**src/rtl/isaPkg.sv**
```systemverilog
`default_nettype none

package isaPkg;

   localparam int unsigned wordWidth   = 16;  // data path and instruction word
   localparam int unsigned regIdxWidth = 3;
   localparam int unsigned numRegs     = 8;

   localparam logic [regIdxWidth-1:0] linkReg = 3'd7;  // return address for jal/jalr

   // 5-bit major opcode, bits 15..11
   typedef enum logic [4:0] {
      opHalt  = 5'b00000,
      opNop   = 5'b00001,
      opSiic  = 5'b00010,  // no exception support here
      opRti   = 5'b00011,
      opJ     = 5'b00100,
      opJr    = 5'b00101,
      opJal   = 5'b00110,
      opJalr  = 5'b00111,
      opAddi  = 5'b01000,
      opSubi  = 5'b01001,
      opXori  = 5'b01010,
      opAndni = 5'b01011,
      opBeqz  = 5'b01100,
      opBnez  = 5'b01101,
      opBltz  = 5'b01110,
      opBgez  = 5'b01111,
      opSt    = 5'b10000,
      opLd    = 5'b10001,
      opSlbi  = 5'b10010,
      opStu   = 5'b10011,
      opRoli  = 5'b10100,
      opSlli  = 5'b10101,
      opRori  = 5'b10110,
      opSrli  = 5'b10111,
      opLbi   = 5'b11000,
      opBtr   = 5'b11001,
      opShift = 5'b11010,  // rol/sll/ror/srl picked by func
      opArith = 5'b11011,  // add/sub/xor/andn picked by func
      opSeq   = 5'b11100,
      opSlt   = 5'b11101,
      opSle   = 5'b11110,
      opSco   = 5'b11111
   } opcodeT;

   localparam logic [wordWidth-1:0] nopWord = 16'h0800;  // opNop with all fields zero

   // one word, three field layouts; J offset is {iTwo.rs, iTwo.imm8}
   typedef union packed {
      struct packed {
         opcodeT                 opcode;
         logic [regIdxWidth-1:0] rs;
         logic [regIdxWidth-1:0] rt;
         logic [regIdxWidth-1:0] rd;
         logic [1:0]             func;
      } r;
      struct packed {
         opcodeT                 opcode;
         logic [regIdxWidth-1:0] rs;
         logic [regIdxWidth-1:0] rd;
         logic [4:0]             imm5;
      } iOne;
      struct packed {
         opcodeT                 opcode;
         logic [regIdxWidth-1:0] rs;
         logic [7:0]             imm8;
      } iTwo;
   } instrT;

endpackage

`default_nettype wire

```
**src/rtl/ctrlPkg.sv**
```systemverilog
`default_nettype none

package ctrlPkg;

   localparam int unsigned aluOpWidth = 4;
   localparam int unsigned selWidth   = 2;  // width of the small mux selects
   localparam int unsigned brchWidth  = 3;

   // ALU function code
   typedef enum logic [aluOpWidth-1:0] {
      aluAdd  = 4'd0,
      aluSub  = 4'd1,
      aluXor  = 4'd2,
      aluAndn = 4'd3,
      aluRol  = 4'd4,
      aluSll  = 4'd5,
      aluRor  = 4'd6,
      aluSrl  = 4'd7,
      aluSeq  = 4'd8,
      aluSlt  = 4'd9,
      aluSle  = 4'd10,
      aluSco  = 4'd11,  // carry out of rs + rt
      aluBtr  = 4'd12,  // bit reverse of rs
      aluLbi  = 4'd13,
      aluSlbi = 4'd14,
      aluPass = 4'd15   // A straight through
   } aluOpT;

   typedef enum logic [selWidth-1:0] {
      bSrcReg   = 2'd0,
      bSrcImm5  = 2'd1,
      bSrcImm11 = 2'd2,
      bSrcZero  = 2'd3
   } bSrcT;

   typedef enum logic [selWidth-1:0] {
      wbAlu  = 2'd0,
      wbMem  = 2'd1,
      wbPc2  = 2'd2,  // pc + 2 for jal/jalr
      wbCond = 2'd3   // set-on-condition result
   } wbSelT;

   // where the destination index comes from
   typedef enum logic [selWidth-1:0] {
      destRs   = 2'd0,  // bits 10..8
      destRt   = 2'd1,  // bits 7..5
      destRd   = 2'd2,  // bits 4..2
      destLink = 2'd3
   } destSelT;

   typedef enum logic [brchWidth-1:0] {
      brNone = 3'd0,
      brEqz  = 3'd1,
      brNez  = 3'd2,
      brLtz  = 3'd3,
      brGez  = 3'd4
   } brchT;

endpackage

`default_nettype wire

```
**src/rtl/controlUnit.sv**
```systemverilog
`timescale 1ns/10ps
`default_nettype none

module controlUnit (
   input  isaPkg::instrT    instr,
   output ctrlPkg::aluOpT   aluOp,
   output ctrlPkg::bSrcT    bSrc,
   output ctrlPkg::wbSelT   wbSel,
   output ctrlPkg::destSelT destSel,
   output ctrlPkg::brchT    brchSig,
   output logic             zeroExt,     // zero extend imm5/imm8
   output logic             regWrt,
   output logic             memWrt,
   output logic             readEn,
   output logic             memAccess,
   output logic             stuSel,      // store data from rt instead of inB
   output logic             cin,
   output logic             invA,
   output logic             invB,
   output logic             aluJmp,      // jump target computed from rs
   output logic             immSrc,      // pc offset, 1 = imm8, 0 = imm11
   output logic             jalSel,
   output logic             slbiSel,
   output logic             createDump,
   output logic             branchInst,
   output logic             err
);

   import isaPkg::*;
   import ctrlPkg::*;

   always_comb begin
      // defaults describe a nop
      aluOp      = aluPass;
      bSrc       = bSrcReg;
      wbSel      = wbAlu;
      destSel    = destRd;
      brchSig    = brNone;
      zeroExt    = 1'b0;
      regWrt     = 1'b0;
      memWrt     = 1'b0;
      readEn     = 1'b0;
      memAccess  = 1'b0;
      stuSel     = 1'b0;
      cin        = 1'b0;
      invA       = 1'b0;
      invB       = 1'b0;
      aluJmp     = 1'b0;
      immSrc     = 1'b0;
      jalSel     = 1'b0;
      slbiSel    = 1'b0;
      createDump = 1'b0;
      branchInst = 1'b0;
      err        = 1'b0;

      case (instr.r.opcode)
         opHalt: createDump = 1'b1;
         opNop: ;                           // defaults already idle
         opSiic, opRti: err = 1'b1;         // unsupported, write enables stay low

         // immediate arithmetic, rd in bits 7..5
         opAddi, opSubi, opXori, opAndni,
         opRoli, opSlli, opRori, opSrli: begin
            bSrc    = bSrcImm5;
            destSel = destRt;
            regWrt  = 1'b1;
            case (instr.r.opcode)
               opAddi:  aluOp = aluAdd;
               opSubi: begin
                  aluOp = aluSub;           // imm - rs
                  invA  = 1'b1;
                  cin   = 1'b1;
               end
               opXori: begin
                  aluOp   = aluXor;
                  zeroExt = 1'b1;
               end
               opAndni: begin
                  aluOp   = aluAndn;
                  invB    = 1'b1;
                  zeroExt = 1'b1;
               end
               opRoli:  aluOp = aluRol;
               opSlli:  aluOp = aluSll;
               opRori:  aluOp = aluRor;
               default: aluOp = aluSrl;
            endcase
         end

         // memory, address is rs + imm5
         opSt: begin
            aluOp     = aluAdd;
            bSrc      = bSrcImm5;
            memWrt    = 1'b1;
            memAccess = 1'b1;
         end
         opLd: begin
            aluOp     = aluAdd;
            bSrc      = bSrcImm5;
            readEn    = 1'b1;
            memAccess = 1'b1;
            wbSel     = wbMem;
            destSel   = destRt;
            regWrt    = 1'b1;
         end
         opStu: begin
            aluOp     = aluAdd;
            bSrc      = bSrcImm5;
            memWrt    = 1'b1;
            memAccess = 1'b1;
            stuSel    = 1'b1;
            destSel   = destRs;             // updated address back to rs
            regWrt    = 1'b1;
         end

         // byte immediates into rs
         opLbi: begin
            aluOp   = aluLbi;
            destSel = destRs;
            regWrt  = 1'b1;
         end
         opSlbi: begin
            aluOp   = aluSlbi;
            zeroExt = 1'b1;
            slbiSel = 1'b1;
            destSel = destRs;
            regWrt  = 1'b1;
         end

         opBtr: begin
            aluOp  = aluBtr;
            regWrt = 1'b1;
         end

         // R-format groups, func picks the operation
         opArith: begin
            regWrt = 1'b1;
            case (instr.r.func)
               2'b00: aluOp = aluAdd;
               2'b01: begin
                  aluOp = aluSub;           // rt - rs
                  invA  = 1'b1;
                  cin   = 1'b1;
               end
               2'b10: aluOp = aluXor;
               default: begin
                  aluOp = aluAndn;
                  invB  = 1'b1;
               end
            endcase
         end
         opShift: begin
            regWrt = 1'b1;
            case (instr.r.func)
               2'b00:   aluOp = aluRol;
               2'b01:   aluOp = aluSll;
               2'b10:   aluOp = aluRor;
               default: aluOp = aluSrl;
            endcase
         end

         // compares run rs - rt, sco needs the plain sum
         opSeq, opSlt, opSle, opSco: begin
            wbSel  = wbCond;
            regWrt = 1'b1;
            invB   = (instr.r.opcode != opSco);
            cin    = (instr.r.opcode != opSco);
            case (instr.r.opcode)
               opSeq:   aluOp = aluSeq;
               opSlt:   aluOp = aluSlt;
               opSle:   aluOp = aluSle;
               default: aluOp = aluSco;
            endcase
         end

         // branches test rs against zero, offset is imm8
         opBeqz, opBnez, opBltz, opBgez: begin
            branchInst = 1'b1;
            immSrc     = 1'b1;
            bSrc       = bSrcZero;
            case (instr.r.opcode)
               opBeqz:  brchSig = brEqz;
               opBnez:  brchSig = brNez;
               opBltz:  brchSig = brLtz;
               default: brchSig = brGez;
            endcase
         end

         // jumps are branchInst with brchSig none
         opJ, opJal: begin
            branchInst = 1'b1;
            bSrc       = bSrcImm11;          // pc-relative imm11
            if (instr.r.opcode == opJal) begin
               jalSel  = 1'b1;
               wbSel   = wbPc2;
               destSel = destLink;
               regWrt  = 1'b1;
            end
         end
         opJr, opJalr: begin
            branchInst = 1'b1;
            aluJmp     = 1'b1;               // target is rs + imm8
            immSrc     = 1'b1;
            bSrc       = bSrcZero;
            if (instr.r.opcode == opJalr) begin
               jalSel  = 1'b1;
               wbSel   = wbPc2;
               destSel = destLink;
               regWrt  = 1'b1;
            end
         end

         default: err = 1'b1;               // x or unknown word, nothing written
      endcase
   end

endmodule

`default_nettype wire

```
**src/rtl/regFile.sv**
```systemverilog
`timescale 1ns/10ps
`default_nettype none

module regFile (
   input  logic                           clk,
   input  logic                           rst,
   input  logic [isaPkg::regIdxWidth-1:0] rdIdxA,
   input  logic [isaPkg::regIdxWidth-1:0] rdIdxB,
   input  logic [isaPkg::regIdxWidth-1:0] wrIdx,
   input  logic [isaPkg::wordWidth-1:0]   wrData,
   input  logic                           wrEn,    // already qualified by stall
   output logic [isaPkg::wordWidth-1:0]   rdA,
   output logic [isaPkg::wordWidth-1:0]   rdB
);

   import isaPkg::*;

   logic [wordWidth-1:0] regs [numRegs];

   // single write port
   always_ff @(posedge clk) begin
      if (rst) begin
         regs <= '{default: '0};            // every register starts at zero
      end else if (wrEn) begin
         regs[wrIdx] <= wrData;
      end
   end

   // reads see the stored value only, a same-cycle write shows up after the edge
   assign rdA = regs[rdIdxA];
   assign rdB = regs[rdIdxB];

endmodule

`default_nettype wire

```
**src/rtl/operandSelect.sv**
```systemverilog
`timescale 1ns/10ps
`default_nettype none

module operandSelect (
   input  isaPkg::instrT                  instr,
   input  logic [isaPkg::wordWidth-1:0]   rdA,      // rs value, inA at the top
   input  logic [isaPkg::wordWidth-1:0]   rdB,      // rt value
   input  ctrlPkg::bSrcT                  bSrc,
   input  logic                           zeroExt,
   input  ctrlPkg::destSelT               destSel,
   input  logic                           stuSel,
   output logic [isaPkg::wordWidth-1:0]   inB,
   output logic [isaPkg::wordWidth-1:0]   wrtData,  // store data
   output logic [isaPkg::wordWidth-1:0]   imm8,
   output logic [isaPkg::wordWidth-1:0]   imm11,
   output logic [isaPkg::regIdxWidth-1:0] wrtRegOut
);

   import isaPkg::*;
   import ctrlPkg::*;

   logic [wordWidth-1:0] imm5;
   logic [10:0]          offset11;

   // j-format offset sits under the iTwo view
   assign offset11 = {instr.iTwo.rs, instr.iTwo.imm8};

   // zero or sign extension, shared select for both short immediates
   assign imm5 = zeroExt ? {11'b0, instr.iOne.imm5}
                         : {{11{instr.iOne.imm5[4]}}, instr.iOne.imm5};
   assign imm8 = zeroExt ? {8'b0, instr.iTwo.imm8}
                         : {{8{instr.iTwo.imm8[7]}}, instr.iTwo.imm8};

   assign imm11 = {{5{offset11[10]}}, offset11};  // always signed

   // B operand mux
   always_comb begin
      case (bSrc)
         bSrcReg:   inB = rdB;
         bSrcImm5:  inB = imm5;
         bSrcImm11: inB = imm11;
         default:   inB = '0;
      endcase
   end

   assign wrtData = stuSel ? rdB : inB;  // stu stores rt, address goes through the ALU

   // destination index
   always_comb begin
      case (destSel)
         destRs:   wrtRegOut = instr.r.rs;
         destRt:   wrtRegOut = instr.iOne.rd;  // same bits as r.rt
         destRd:   wrtRegOut = instr.r.rd;
         default:  wrtRegOut = linkReg;
      endcase
   end

endmodule

`default_nettype wire

```
**src/rtl/decodeStage.sv**
```systemverilog
`timescale 1ns/10ps
`default_nettype none

module decodeStage (
   input  logic                           clk,
   input  logic                           rst,
   input  logic [isaPkg::wordWidth-1:0]   instruction,
   input  logic                           instrValid,   // one-cycle qualifier
   input  logic                           alignErrI,    // fetch misaligned
   input  logic                           alignErrM,    // data access misaligned
   input  logic                           stall,        // holds register writes only
   input  logic [isaPkg::wordWidth-1:0]   wbData,
   input  logic [isaPkg::regIdxWidth-1:0] wbReg,
   input  logic                           wbEn,
   output ctrlPkg::aluOpT                 aluOp,
   output ctrlPkg::wbSelT                 wbSel,
   output ctrlPkg::brchT                  brchSig,
   output logic                           regWrtOut,
   output logic                           memWrt,
   output logic                           readEn,
   output logic                           memAccess,
   output logic                           cin,
   output logic                           invA,
   output logic                           invB,
   output logic                           aluJmp,
   output logic                           immSrc,
   output logic                           jalSel,
   output logic                           slbiSel,
   output logic                           createDump,
   output logic                           branchInst,
   output logic                           err,
   output logic [isaPkg::wordWidth-1:0]   inA,
   output logic [isaPkg::wordWidth-1:0]   inB,
   output logic [isaPkg::wordWidth-1:0]   wrtData,
   output logic [isaPkg::wordWidth-1:0]   imm8,
   output logic [isaPkg::wordWidth-1:0]   imm11,
   output logic [isaPkg::regIdxWidth-1:0] wrtRegOut
);

   import isaPkg::*;

   instrT            instrRaw;   // incoming word, operand fields
   instrT            instrEff;   // what the decoder actually sees
   ctrlPkg::bSrcT    bSrc;
   ctrlPkg::destSelT destSel;
   logic             zeroExt;
   logic             stuSel;
   logic [wordWidth-1:0] rdB;

   assign instrRaw = instruction;

   // misalignment wins and forces halt, no valid strobe means nop
   assign instrEff = (alignErrI | alignErrM) ? '0
                   : instrValid              ? instruction
                   :                           nopWord;

   controlUnit controlUnit_inst (
      .instr(instrEff), .aluOp(aluOp), .bSrc(bSrc), .wbSel(wbSel), .destSel(destSel),
      .brchSig(brchSig), .zeroExt(zeroExt), .regWrt(regWrtOut), .memWrt(memWrt),
      .readEn(readEn), .memAccess(memAccess), .stuSel(stuSel), .cin(cin), .invA(invA),
      .invB(invB), .aluJmp(aluJmp), .immSrc(immSrc), .jalSel(jalSel), .slbiSel(slbiSel),
      .createDump(createDump), .branchInst(branchInst), .err(err)
   );

   // write port gated by stall
   regFile regFile_inst (
      .clk(clk), .rst(rst), .rdIdxA(instrRaw.r.rs), .rdIdxB(instrRaw.r.rt), .wrIdx(wbReg),
      .wrData(wbData), .wrEn(wbEn & ~stall), .rdA(inA), .rdB(rdB)
   );

   operandSelect operandSelect_inst (
      .instr(instrRaw), .rdA(inA), .rdB(rdB), .bSrc(bSrc), .zeroExt(zeroExt),
      .destSel(destSel), .stuSel(stuSel), .inB(inB), .wrtData(wrtData), .imm8(imm8),
      .imm11(imm11), .wrtRegOut(wrtRegOut)
   );

endmodule

`default_nettype wire

```
**config.mk**
```make
export PLATFORM = sky130hd
export DESIGN_NAME = decodeStage
export DESIGN_NICKNAME = d
export VERILOG_FILES = /design/src/rtl/isaPkg.sv /design/src/rtl/ctrlPkg.sv /design/src/rtl/controlUnit.sv /design/src/rtl/regFile.sv /design/src/rtl/operandSelect.sv /design/src/rtl/decodeStage.sv
export SDC_FILE = /design/constraint.sdc
export NUM_CORES = 1
export LEC_CHECK = 0
export BUFFER_PORTS_ARGS = -buffer_cell sky130_fd_sc_hd__buf_2
export CAP_MARGIN = 10
export CORE_ASPECT_RATIO = 1.25
export CORE_MARGIN = 2
export CORE_UTILIZATION = 50
export CTS_CLUSTER_SIZE = 12
export DETAILED_ROUTE_END_ITERATION = 12
export HOLD_SLACK_MARGIN = 0.15
export PLACE_DENSITY_LB_ADDON = 0.1
export SKIP_CTS_REPAIR_TIMING = 1
export SLEW_MARGIN = 20
export SYNTH_ARGS = -nofsm -noshare
export SYNTH_HDL_FRONTEND = slang
export SYNTH_HIERARCHICAL = 1
export SYNTH_SLANG_ARGS = --single-unit
```
**constraint.sdc**
```tcl
create_clock -name clk -period 3.4 [get_ports clk]
set_input_delay 0.68 -clock clk [delete_from_list [all_inputs] [get_ports clk]]
set_output_delay 0.68 -clock clk [all_outputs]
set_load 0.05 [all_outputs]
```
== After elaboration in Yosys (flattened, before gate mapping) ==
Index checks and enable logic that the tools add are counted.
W data, S select, Z words.

* Register bits after elaboration: 128
* Input port bits: 42
* Output and inout port bits: 106
* Logic and storage cells: 129

* $lt $le $gt $ge: 4
* Equality and inequality tests: 37
* Mux-type cells: 53
* Bitwise logic cells: 6
* Reduce and logical (&&, ||, !) cells: 21

{| class="wikitable"
|+ Operators with widths
! operator !! number
|-
| $mux W16 || 10
|-
| $bwmux W128 || 1
|-
| $bmux W16 S3 || 2
|-
| $eq A5 B5 Y1 const B || 16
|-
| $demux W16 S3 || 1
|-
| $pmux W16 S3 || 1
|-
| $eq A5 B4 Y1 const B || 8
|-
| $pmux W4 S8 || 1
|-
| $pmux W2 S3 || 4
|-
| $pmux W3 S7 || 1
|-
| $eq A5 B3 Y1 const B || 4
|-
| $mux W1 || 19
|-
| $reduce_or A19 Y1 || 1
|-
| $pmux W3 S3 || 2
|-
| $pmux W2 S4 || 2
|-
| $reduce_or A8 Y1 || 2
|-
| $ge A4 B4 Y1 const B || 3
|-
| $not A3 Y4 || 3
|-
| $reduce_or A11 Y1 || 1
|-
| $eq A5 B2 Y1 const B || 2
|-
| $reduce_or A2 Y1 || 5
|-
| $pmux W1 S3 || 3
|-
| $reduce_or A3 Y1 || 3
|-
| $reduce_or A9 Y1 || 1
|-
| 15 further kinds || 25
|}

== Logic depth before layout (Yosys ltp) ==
Gate-level depths: netlist of the first run.

* Depth after elaboration: 9
* Mapped depth: 12
* Mapped depth without buffers: 8

== By module ==
The synthesis of the first run kept the hierarchy.

{| class="wikitable"
|+ Modules (own cells, without submodules)
! module !! times used !! cells each !! area an instance (µm²) !! sequential area each (µm²)
|-
| regFile || 1 || 705 || 6791.5 || 2562.5
|-
| operandSelect || 1 || 119 || 872.1 || 0.0
|-
| controlUnit || 1 || 87 || 535.5 || 0.0
|-
| decodeStage || 1 || 21 || 145.1 || 0.0
|}

== Worst setup path before layout of the first run ==
OpenSTA, ideal clock, no wires.

* Path kind: in2out
* Start point: input port alignErrM
* End point: output port wrtData[0] (netlist name)
* Arrival time: 3.455 ns
* Path slack: -0.735 ns
* Stages: 10
* Path buffers: 3
* Cells stage by stage: nor2_2 -> buf_6 -> and3_1 -> nand2b_1 -> inv_1 -> buf_4 -> buf_4 -> mux2i_1 -> o21ai_1 -> mux2_2

{| class="wikitable"
|+ RTL lines
! what !! line !! RTL
|-
| start, declared || decodeStage.sv:10 || <nowiki>input logic alignErrM,</nowiki>
|-
| end, declared || decodeStage.sv:34 || <nowiki>output logic [isaPkg::wordWidth-1:0] wrtData,</nowiki>
|}

== Worst setup path in the final report of the first run ==
* Start point: input port instruction[5] (netlist name)
* End point: output port inB[8] (netlist name)

* Word-level cells in the longest chain between the ends: 5

{| class="wikitable"
|+ RTL lines
! what !! line !! RTL
|-
| start, declared || decodeStage.sv:7 || <nowiki>input logic [isaPkg::wordWidth-1:0] instruction,</nowiki>
|-
| $not A3 Y4 (implied by the code) || regFile.sv:31 || <nowiki>assign rdB = regs[rdIdxB];</nowiki>
|-
| $bmux W16 S3 || regFile.sv:31 ||
|-
| $mux W16 (implied by the code) (2 in a row) || regFile.sv:31 ||
|-
| named net rdB[8] || decodeStage.sv:48 || <nowiki>logic [wordWidth-1:0] rdB;</nowiki>
|-
| $pmux W16 S3 || operandSelect.sv:38 || <nowiki>case (bSrc)</nowiki>
|-
| end, declared || decodeStage.sv:33 || <nowiki>output logic [isaPkg::wordWidth-1:0] inB,</nowiki>
|}

The timed path passes the listed nets, and every way through them passes these cells. The select of a mux whose other input is x is not followed.

==> results of run 1 <==
area by class of cell:
cell class,count,area [um^2],share of cell area [%]
Multi-Input combinational cell,658,4960,50.6
Sequential cell,128,2560,26.1
Timing Repair Buffer,219,1380,14.1
Clock buffer,20,447,4.55
Tap cell,216,270,2.75
Clock inverter,11,164,1.67
Inverter,6,26.3,0.268
per-layer routing:
layer	vias up	track usage, %
met5	-	0
met4	2	10.7
met3	44	5.52
met2	292	47.6
met1	3556	36.1
li1	3445	-
critical path: cells and delay by family:
family / cells / cell delay (ps)
compound gates: 2 / 340
buf+inv: 3 / 620
mux: 2 / 920
simple gates: 1 / 100
worst paths after layout:
check / start / endpoint / slack [ps] / cells past startpoint
setup / recovery: instruction[5] / inB[8] / 40 / 8
hold reg to reg: regFile_inst/regs[72] / regFile_inst/regs[72] / 460 / 2
setup reg to reg: regFile_inst/regs[113] / regFile_inst/regs[113] / 2720 / 2
hold / removal: regFile_inst/regs[72] / regFile_inst/regs[72] / 460 / 2
power by group through the flow:
stage                     sequential [mW]  clock, mW  combinational, mW
final                                1.53       1.90              0.637
after global routing                 1.53       1.99              0.671
after detailed placement             1.56          0              0.628
after global placement               1.56          0              0.627
after CTS                            1.53       1.91              0.630
after floorplan                      1.56          0              0.498
through the flow:
step | hold WS, ps | std cells | total power, mW | TNS [ps] | instance area [um^2]
3_5_place_dp | 453 | 1224 | 2.19 | -964 | 9110
2_1_floorplan | 440 | 923 | 2.06 | 0 | 8380
4_1_cts | 461 | 1255 | 4.08 | -1130 | 9720
3_3_place_gp | 448 | 1224 | 2.19 | -444 | 9110
5_1_grt | 482 | 1258 | 4.19 | -19.9 | 9820
6_report | 460 | 1258 | 4.07 | 0 | 9820
==> results.md, run 1 <==
- In this design, the stage delay of the slowest critical-path cell is 590 ps.
- The number of clock buffers added by TritonCTS is 17.
- The maximum vdd ir drop is 314 uV.
- The type of the worst min-delay path is reg -> reg.
- Entering global routing, the biggest net connects 60 pins.
- Wire segments on met3 add up to 1470 um in the final route.
- The via count of the first global-routing pass is 6872.
- The cell sitting at the root of the clock tree is a sky130_fd_sc_hd__clkbuf_16.
- In this run the tool buffered the top-level ports with 147 buffer cells.
- Leaving out fill and tap cells, the most frequent cell in the layout is sky130_fd_sc_hd__nand2_1.
- The internal power summed over all cells is 2.96 mW.
- The met2 routed wirelength is 12200 um.
- The highest clock rate is 298 MHz.
- After layout, the worst setup slack is 42.0 ps.
- The register containing the most flip-flops in the final layout is regFile_inst/regs.
- For this run, design rule violations remaining after detail routing come to 0.
- The clock share of power is 46.7%.
- In this run the mean area of a mapped cell was 8.98 um^2.
- The number of hold violations in the final report is 0.
- The largest registers in the layout are regFile_inst/regs: 128 flops.
- Data on the critical path arrives at its endpoint at 2680 ps.
- The max-capacitance violation count is 0.
- The number of nets still failing antenna checks after routing is 0.
- The register with the most flip-flops in the layout has 128 of them.
- The clock period minus worst slack is 3360 ps.
- After detailed routing, the total wire length is 24800 um.
- The diode insertion count for antenna repair is 0.
- The clock passes through at most 2 buffers.
- The count of routing violations after the opening detailed-route iteration is 509.
- In the layout the commonest cells are sky130_fd_sc_hd__nand2_1, sky130_fd_sc_hd__a21oi_1, sky130_fd_sc_hd__buf_2.
- In the final routed layout, each cell accounts on average for 19.7 um.
- For this block, wires on met1 add up to 10500 um.
- The top fanout value on the critical path is 24.
- The total number of clock tree sinks is 128.
- Headroom to the max-slew limit came out at 34.7%.
- The run finished with clean final reports.
- The portion of total power attributed to combinational logic is 15.7%.
- The leakage power is 4.10 nW.
- The synthesized net count is 965.
- Global routing finished with a remaining overflow of 0.
- The kind of end point of the critical path is an output pin.
- The power per cell area is 414 mW/mm^2.
- The first detailed-routing pass took 5 iterations.
- The initial utilization of the core area, before any placement, comes to 51.1%.
- The TritonCTS clock tree is yes.
- The Yosys step of the flow raised 6 warnings.
- In this run the number of H-tree levels came out at 4.
- Counting stages on the worst path, the most repeated cell is sky130_fd_sc_hd__buf_2.
- The highest routing layer actually used is met5.
- Compared with the post-synthesis result, the final layout area differs by 18.5%.
- The post-route fraction of the period consumed by the critical path is 98.8%.
- The initial antenna violation count is 1.
- The final setup violation count is 0.
- For the worst-skew pair, the clock arrives at the later sink with an insertion delay of 410 ps.
- The filler cells instantiated in the layout total 1398.
- After the last flow step, the layout net total stands at 1072.
- Clock skew on the completed layout was measured at 0 ps.
- The floorplan die area is 0.0176 mm^2.
- The floorplan has 52 rows.
- The total area inside the core boundary comes to 0.0162 mm^2.
- The cell area that synthesis handed to floorplanning was 0.00828 mm^2.
- The HPWL after detailed placement is 16300 um.
- The net switching component of the power is 1.10 mW.
- The final number of max-transition violations is 0.
- The share of the core filled with cells is 60.6%.
- The element type at the critical path start is a primary input.
- The slew at the pin closest to its max-slew limit is 979 ps.
- The signal on the critical path passes through buf_2 -> buf_12 -> mux4_1 -> mux2_2 -> nand2b_1 -> a21boi_0 -> o21ai_2 -> buf_2.
- OpenSTA, run right after detailed placement, puts the worst setup slack at -109 ps.
- The all-layer global routing usage is 28.3%.
- The gate count after technology mapping is 923.
- The data required time of the critical path is 2720 ps.
- Net switching is 27.2% of the power.
- The post-route netlist has 34.3% of its cells at a drive strength greater than 1.
- The first global-routing pass estimated 38500 um of wire.
- The die is 148 um tall.
- 148 I/O pins were placed.
- Clock-pin slew was measured on the worst setup and hold paths at 50 ps.
- Dividing the detail-routed via count by the number of cells gives 5.83.
- The chip width is 119 um.
- The cell at the slowest stage of the critical path is sky130_fd_sc_hd__mux4_1.
- Summing over every cut layer, the via total after detailed routing is 7339.
- The setup path with the least slack is of type in -> out.
- The last weighted congestion value of the routability-driven placer is 0.823.
- Of the total power, registers draw 37.7%.
No activity file was read; power rests on OpenSTA's default activity.
==> run 2, diff against run 1 <==
CORE_UTILIZATION = 30   (was 50)
SETUP_SLACK_MARGIN = 0.15   (was unset)
==> run 2 against run 1 <==
Compared with the run above:
- worst setup slack better by 80 ps
- count of clock-buffer cells in the layout is 2 higher
- maximum frequency rose by 2.4%
- sequential power barely moved
- sequential share of layout area down 1.6 points
- core utilization down 22 points
- flip-flop and latch count unchanged
- power increased by 2.4%
- combinational power grew 11%
- via count down 0.56%
- clock power is essentially flat
- critical endpoint is now wrtData[0]
- largest power group unchanged
==> results.md, run 2 (synthesis gave the netlist of run 1 again) <==
- The worst-case clock skew was 0 ps (unchanged).
- The number of hold violations in the final report is 0 (unchanged).
- The final setup violation count was 0 (unchanged).
- STA classifies the critical path endpoint as an output pin.
- The number of nets still failing antenna checks after routing is 0 (unchanged).
- The combined buffer and inverter count along the critical path came to 6 (+3).
- The cell area after placement came to 0.00933 mm^2 (+2.3%).
- The total number of placement rows is 68 (+31%).
- The vias after detailed routing is 7298 (-0.56%).
- The final number of max-transition violations came to 0 (unchanged).
- Setup repair after global routing could not meet its margin everywhere.
- The flip-flop count of the largest register after layout came to 128 (unchanged).
- The floorplan die area is 0.0290 mm^2 (+64%).
- The post-route fraction of the period consumed by the critical path is 96.4% (-2.4 points).
- The HPWL after detailed placement is 19600 um (+20%).
- The run finished with clean final reports.
- The worst path setup slack after routing is 122 ps (+80.1 ps).
- The cell at the slowest stage of the critical path is sky130_fd_sc_hd__and3_4.
- The worst hold path belongs to the class reg -> reg.
- The number of H-tree levels came to 4 (unchanged).
- The area of the core region came to 0.0274 mm^2 (+69%).
- The share of the core filled with cells is 38.2% (-22 points).
- The worst setup path is launched from a primary input.
- The setup slack on the worst flop-to-flop path is 2760 ps (+40 ps).
- The die height is 190 um (+28%).
- The via density per instance is 5.18 (-11%).
- The count of routing violations after the opening detailed-route iteration came to 439 (-14%).
- The wire length of the first global-routing pass is 44000 um (+14%).
- The data required time of the critical path is 2720 ps (about the same).
- Walking the worst path, the cells encountered are buf_6 -> nor2_4 -> and3_4 -> buf_12 -> nand2b_4 -> clkinvlp_4 -> buf_6 -> buf_12 -> mux2i_4 -> o21ai_4 -> mux2_2 -> clkbuf_4.
- The max-capacitance violation count is 0 (unchanged).
- The total number of clock tree sinks is 128 (unchanged).
- The kind of critical path is in -> out.
- The arrival time at the worst endpoint came to 2600 ps (-80 ps).
- The area used by multi-input combinational logic is 0.00507 mm^2 (+2.1%).
- In this run the clock root is driven by a sky130_fd_sc_hd__clkbuf_16.
- The last weighted congestion value of the routability-driven placer is 0.841 (+2.2%).
- The boundary pin count is 148 (unchanged).
- The critical path's largest stage delay is 310 ps (-280 ps).
- The quantity of I/O buffers inserted on ports is 147 (unchanged).
- The latest clock arrival within the worst-skew pair came to 420 ps (about the same).
- The signed area change from the synthesized netlist to the final layout is 26.5%.
- The worst-case hold slack is 461 ps (+1.50 ps).
- The commonest non-fill, non-tap cell in the layout is sky130_fd_sc_hd__nand2_1.
- The headroom to the max-slew limit came to 35.1% (+0.39 points).
- The remaining global-route overflow came to 0 (unchanged).
- The via count of the first global-routing pass is 6930 (+0.84%).
- The worst-case clock buffer depth is 2 (unchanged).
- The power per cell area is 398 mW/mm^2 (-4.0%).
- TritonCTS built the clock tree.
- The average wire per cell in the routed design is 20.9 um (+6.1%).
- The maximum vdd ir drop was 358 uV (+14%).
- The all-layer global routing usage is 19.9% (-8.4 points).
- The category of cells accounting for the largest share of critical-path delay is buffers and inverters.
- The proportion of layout cells with a drive suffix above 1 is 36.8% (+2.6 points).
- The CTS buffer count is 17 (unchanged).
- The pin count of the biggest net entering global routing came to 75 (+25%).
- The diode insertion count for antenna repair came to 0 (unchanged).
- The initial antenna violation count is 1 (unchanged).
- The CTS clock-pin slew for the worst setup and hold paths came to 50 ps (about the same).
- The number of nets in the layout is 1088 (+1.5%).
- The register area is 0.00256 mm^2 (unchanged).
- The effective utilization at floorplan came to 30.2% (-21 points).
- The top fanout value on the critical path came to 8 (-67%).
- The leakage power is 4.24 nW (+3.4%).
- The total iterations of the first detailed-routing run is 4 (-1).
- The chip width was 153 um (+28%).
- In the layout the commonest cells are sky130_fd_sc_hd__nand2_1, sky130_fd_sc_hd__a21oi_1, sky130_fd_sc_hd__dfxtp_1.
- The number of inserted filler cells in the final layout is 2792 (+100%).
- regFile_inst/regs holds more flip-flops than any other register.
- The total wire length was 29500 um (+19%).
- The cell area after layout is 0.0105 mm^2 (+6.7%).
- The highest clock rate is 305 MHz (+2.4%).
- The worst slack at placement came to -117 ps (-8.02 ps).
- The largest registers in the layout are regFile_inst/regs: 128 flops.
- The sum of internal, switching and leakage power is 4.17 mW (+2.4%).
- The residual DRC count is 0 (unchanged).
- The clock period minus worst slack is 3280 ps (-80.1 ps).
- The slew at the pin closest to its max-slew limit was 973 ps (-5.88 ps).
[run 2: cell types whose count changed in the layout (fill, tap and decap cells not counted), sizes merged]
cell      previous run  this run
clkinvlp             3         4
buf                213       223
clkinv               5         4
clkbuf              26        34
bufinv               4         3
[run 2: worst reg2reg max path, cell delays in order, from the launching register on]
cell and delay [ps]:
sky130_fd_sc_hd__dfxtp_1 340, sky130_fd_sc_hd__nand2_1 60, sky130_fd_sc_hd__a21oi_1 170
[run 2: final timing paths]
check,depth (start not counted),startpoint,end
max,12,alignErrI,wrtData[0]
min,2,regFile_inst/regs[87],regFile_inst/regs[87]
max reg2reg,2,regFile_inst/regs[120],regFile_inst/regs[120]
min reg2reg,2,regFile_inst/regs[87],regFile_inst/regs[87]
[run 2: metal layers]
metal  track usage [%]  vias to the layer above  wire, um  share of wire [%]
met5                 0                        -        12              0.041
met4              5.48                        2       548                1.9
met3              2.85                       30      1210                4.1
met2              34.8                      225     14500                 49
met1              25.8                     3558     13200                 45
li1                  -                     3483         -                  -
[run 2: through the flow]
stage,cells,setup TNS [ps]
2_1_floorplan,923,0
3_3_place_gp,1356,-497
3_5_place_dp,1356,-929
4_1_cts,1388,-1250
5_1_grt,1409,0
6_report,1409,0
[run 2: cell type report]
cell class | instances | share of cell area, %
Tap cell | 350 | 4.18
Multi-Input combinational cell | 658 | 48.4
Timing Repair Buffer | 235 | 16.8
Inverter | 6 | 0.251
Clock buffer | 22 | 4.62
Clock inverter | 10 | 1.27
Sequential cell | 128 | 24.5
[run 2: power breakdown]
| group | switching, mW | leakage (nW) | internal (mW) |
|---|---|---|---|
| Sequential | 0.0130 | 1.03 | 1.52 |
| Clock | 0.698 | 0.298 | 1.22 |
| Combinational | 0.459 | 2.91 | 0.251 |
==> run 3, diff against run 2 <==
ABC_AREA = 1   (was unset)
SETUP_SLACK_MARGIN = unset   (was 0.15)
==> run 3 against run 2 <==
Compared with the run above:
- register-to-register slack barely moved
- sequential power barely moved
- sequential share of layout area fell by 1.1 points
- global-route usage rose by 3.5 points
- routed wire length rose by 22%
- power rose by 10%
- cell area rose by 4.6%
- synthesized cell count rose by 71%
==> results.md, run 3 <==
- The area used by multi-input combinational logic is 0.00518 mm^2 (+2.1%).
- The area of the core region is 0.0293 mm^2 (+6.8%).
- The startpoint of the worst-slack reg-to-reg timing path is regFile_inst/regs[8].
- The total iterations of the first detailed-routing run was 5 (+1).
- The via count of the first global-routing pass is 9479 (+37%).
- The residual DRC count came to 0 (unchanged).
- The average wire per cell in the routed design is 17.2 um (-18%).
- The highest clock rate was 306 MHz (+0.31%).
- The top fanout value on the critical path is 7 (-1).
- The cell chosen for the clock root is sky130_fd_sc_hd__clkbuf_16.
- The total number of clock tree sinks is 128 (unchanged).
- By instance count, the cell type seen most on the critical path is sky130_fd_sc_hd__buf_4.
- The top cell types in the final layout, fill and taps aside, are sky130_fd_sc_hd__nand2_1, sky130_fd_sc_hd__nor2_1, sky130_fd_sc_hd__inv_1.
- The arrival time at the worst endpoint was 2590 ps (about the same).
- The maximum vdd ir drop is 345 uV (-3.6%).
- The worst-case clock skew is 0 ps (unchanged).
- The last weighted congestion value of the routability-driven placer is 0.863 (+2.5%).
- The worst-case hold slack is 479 ps (+17.2 ps).
- The cell at the slowest stage of the critical path is sky130_fd_sc_hd__buf_2.
- The chip width is 158 um (+3.6%).
- The remaining global-route overflow is 0 (unchanged).
- The clock period minus worst slack is 3270 ps (-10.0 ps).
- The number of non-filler instances in the completed layout is 2094 (+49%).
- The CTS buffer count was 17 (unchanged).
- The number of inserted filler cells in the final layout came to 3379 (+21%).
- The synthesis warning total is 6 (unchanged).
- The total instance count after detailed placement is 2062 (+52%).
- The vias after detailed routing is 10000 (+37%).
- The via density per instance is 4.79 (-7.5%).
- The number of nets still failing antenna checks after routing was 0 (unchanged).
- The register area came to 0.00256 mm^2 (unchanged).
- The floorplan die area is 0.0311 mm^2 (+7.4%).
- The number of hold violations in the final report came to 0 (unchanged).
- The headroom to the max-slew limit is 56.3% (+21 points).
- The endpoint with the worst hold slack is regFile_inst/regs[68].
- The commonest non-fill, non-tap cell in the layout is sky130_fd_sc_hd__nand2_1.
- The worst hold path belongs to the class reg -> reg.
- The signed area change from the synthesized netlist to the final layout is 23.0%.
- The total wire length came to 35900 um (+22%).
- The final number of max-transition violations was 0 (unchanged).
- By startpoint and endpoint, the worst setup path is classified as in -> out.
- The slew at the pin closest to its max-slew limit is 655 ps (-318 ps).
- The pin count of the biggest net entering global routing came to 68 (-9.3%).
- The worst-case clock buffer depth was 2 (unchanged).
- The max-capacitance violation count is 0 (unchanged).
- The leakage power was 5.64 nW (+33%).
- The data required time of the critical path was 2720 ps (about the same).
- The diode insertion count for antenna repair is 0 (unchanged).
- The total number of placement rows is 70 (+2.9%).
- The latest clock arrival within the worst-skew pair came to 430 ps (about the same).
- The gate count after technology mapping is 1576 (+71%).
- The setup slack on the worst flop-to-flop path is 2750 ps (about the same).
- The synthesized net count was 1618 (+68%).
- The flip-flop count of the largest register after layout is 128 (unchanged).
- TritonCTS built the clock tree.
- The number of cells on the worst reg-to-reg path was 2 (unchanged).
- In the final layout, the registers with the most flip-flops are regFile_inst/regs: 128 flops.
- The CTS clock-pin slew for the worst setup and hold paths is 60 ps (about the same).
- The power per cell area is 418 mW/mm^2 (+5.2%).
- The flow ran to the end, and the final reports show no timing, DRC or antenna violations.
- The number of H-tree levels is 4 (unchanged).
- Traced cell by cell, the critical path runs through buf_2 -> inv_1 -> nand2_4 -> buf_4 -> nor2_2 -> buf_4 -> buf_4 -> inv_1 -> nor2_1 -> nand2_2 -> nand4_1 -> nand3_1 -> nand3_1 -> buf_2.
- The HPWL after detailed placement is 23500 um (+20%).
- The cell area after technology mapping is 0.00891 mm^2 (+7.5%).
- The post-route fraction of the period consumed by the critical path is 96.1% (-0.30 points).
- The share of the core filled with cells is 37.4% (-0.80 points).
- The critical path's largest stage delay came to 260 ps (-50 ps).
- In this run the critical register-to-register path is captured at regFile_inst/regs[8].
- The number of nets in the layout is 1728 (+59%).
- The final setup violation count came to 0 (unchanged).
- In this run the most critical hold path is launched from regFile_inst/regs[68].
- The boundary pin count is 148 (unchanged).
- The cell area after layout is 0.0110 mm^2 (+4.6%).
- The per-instance average area after synthesis was 5.65 um^2 (-37%).
- The cell count of the worst hold path was 2 (unchanged).
- The effective utilization at floorplan is 30.5% (+0.21 points).
- The quantity of I/O buffers inserted on ports is 147 (unchanged).
- regFile_inst/regs holds more flip-flops than any other register.
- The count of routing violations after the opening detailed-route iteration was 721 (+64%).
- The all-layer global routing usage is 23.4% (+3.5 points).
- The element type at the critical path start is a primary input.
- The cell area after placement came to 0.0102 mm^2 (+9.8%).
- The proportion of layout cells with a drive suffix above 1 is 19.8% (-17 points).
- The initial antenna violation count came to 1 (unchanged).
- The kind of end point of the critical path is an output pin.
- The wire length of the first global-routing pass is 54800 um (+25%).
- The die height was 197 um (+3.6%).
-- run 3: critical path: cells and delay by family --
kind	cells	cell delay, ps
and+or+nand+nor	7	950
buffers and inverters	7	940
-- run 3: per-stage QoR --
| step | TNS [ps] | power (mW) | worst slack (ps) |
|---|---|---|---|
| final | 0 | 4.58 | 132 |
| after global routing | -13.1 | 4.79 | -4.76 |
| after CTS | -68.1 | 4.60 | -15.6 |
| after detailed placement | -12.0 | 2.78 | -4.70 |
| after global placement | -27.1 | 2.77 | -8.58 |
| after floorplan | -14.1 | 2.45 | -2.54 |
-- run 3: how the worst max path moves through the flow --
stage / from / endpoint / cells after the start
2_1_floorplan: alignErrI / wrtData[10] / 14
3_5_place_dp: alignErrI / wrtData[12] / 17
6_report: alignErrI / wrtRegOut[2] / 14
4_1_cts: alignErrI / wrtData[12] / 17
3_3_place_gp: alignErrI / wrtData[15] / 17
5_1_grt: alignErrI / wrtData[12] / 16
-- run 3: cell type report --
class                           instances  area share, %
Clock buffer                           26           4.83
Sequential cell                       128           23.4
Timing Repair Buffer                  212           13.1
Clock inverter                          5          0.457
Multi-Input combinational cell       1143           47.3
Tap cell                              396           4.52
Inverter                              184           6.42
-- run 3: report_power, final --
| part | switching (mW) | internal [mW] | leakage [nW] |
|---|---|---|---|
| combinational | 0.890 | 0.338 | 4.31 |
| sequential | 0.0152 | 1.53 | 1.04 |
| clock | 0.674 | 1.13 | 0.292 |
| total | 1.58 | 3.00 | 5.64 |
-- run 3: per-layer routing --
layer	vias to the layer above	GRT usage (%)	share of wire, %
met2	369	39.0	46
li1	5018	-	-
met4	2	8.24	2.6
met1	4580	30.3	44
met3	63	4.07	6.9
met5	-	0	0.019
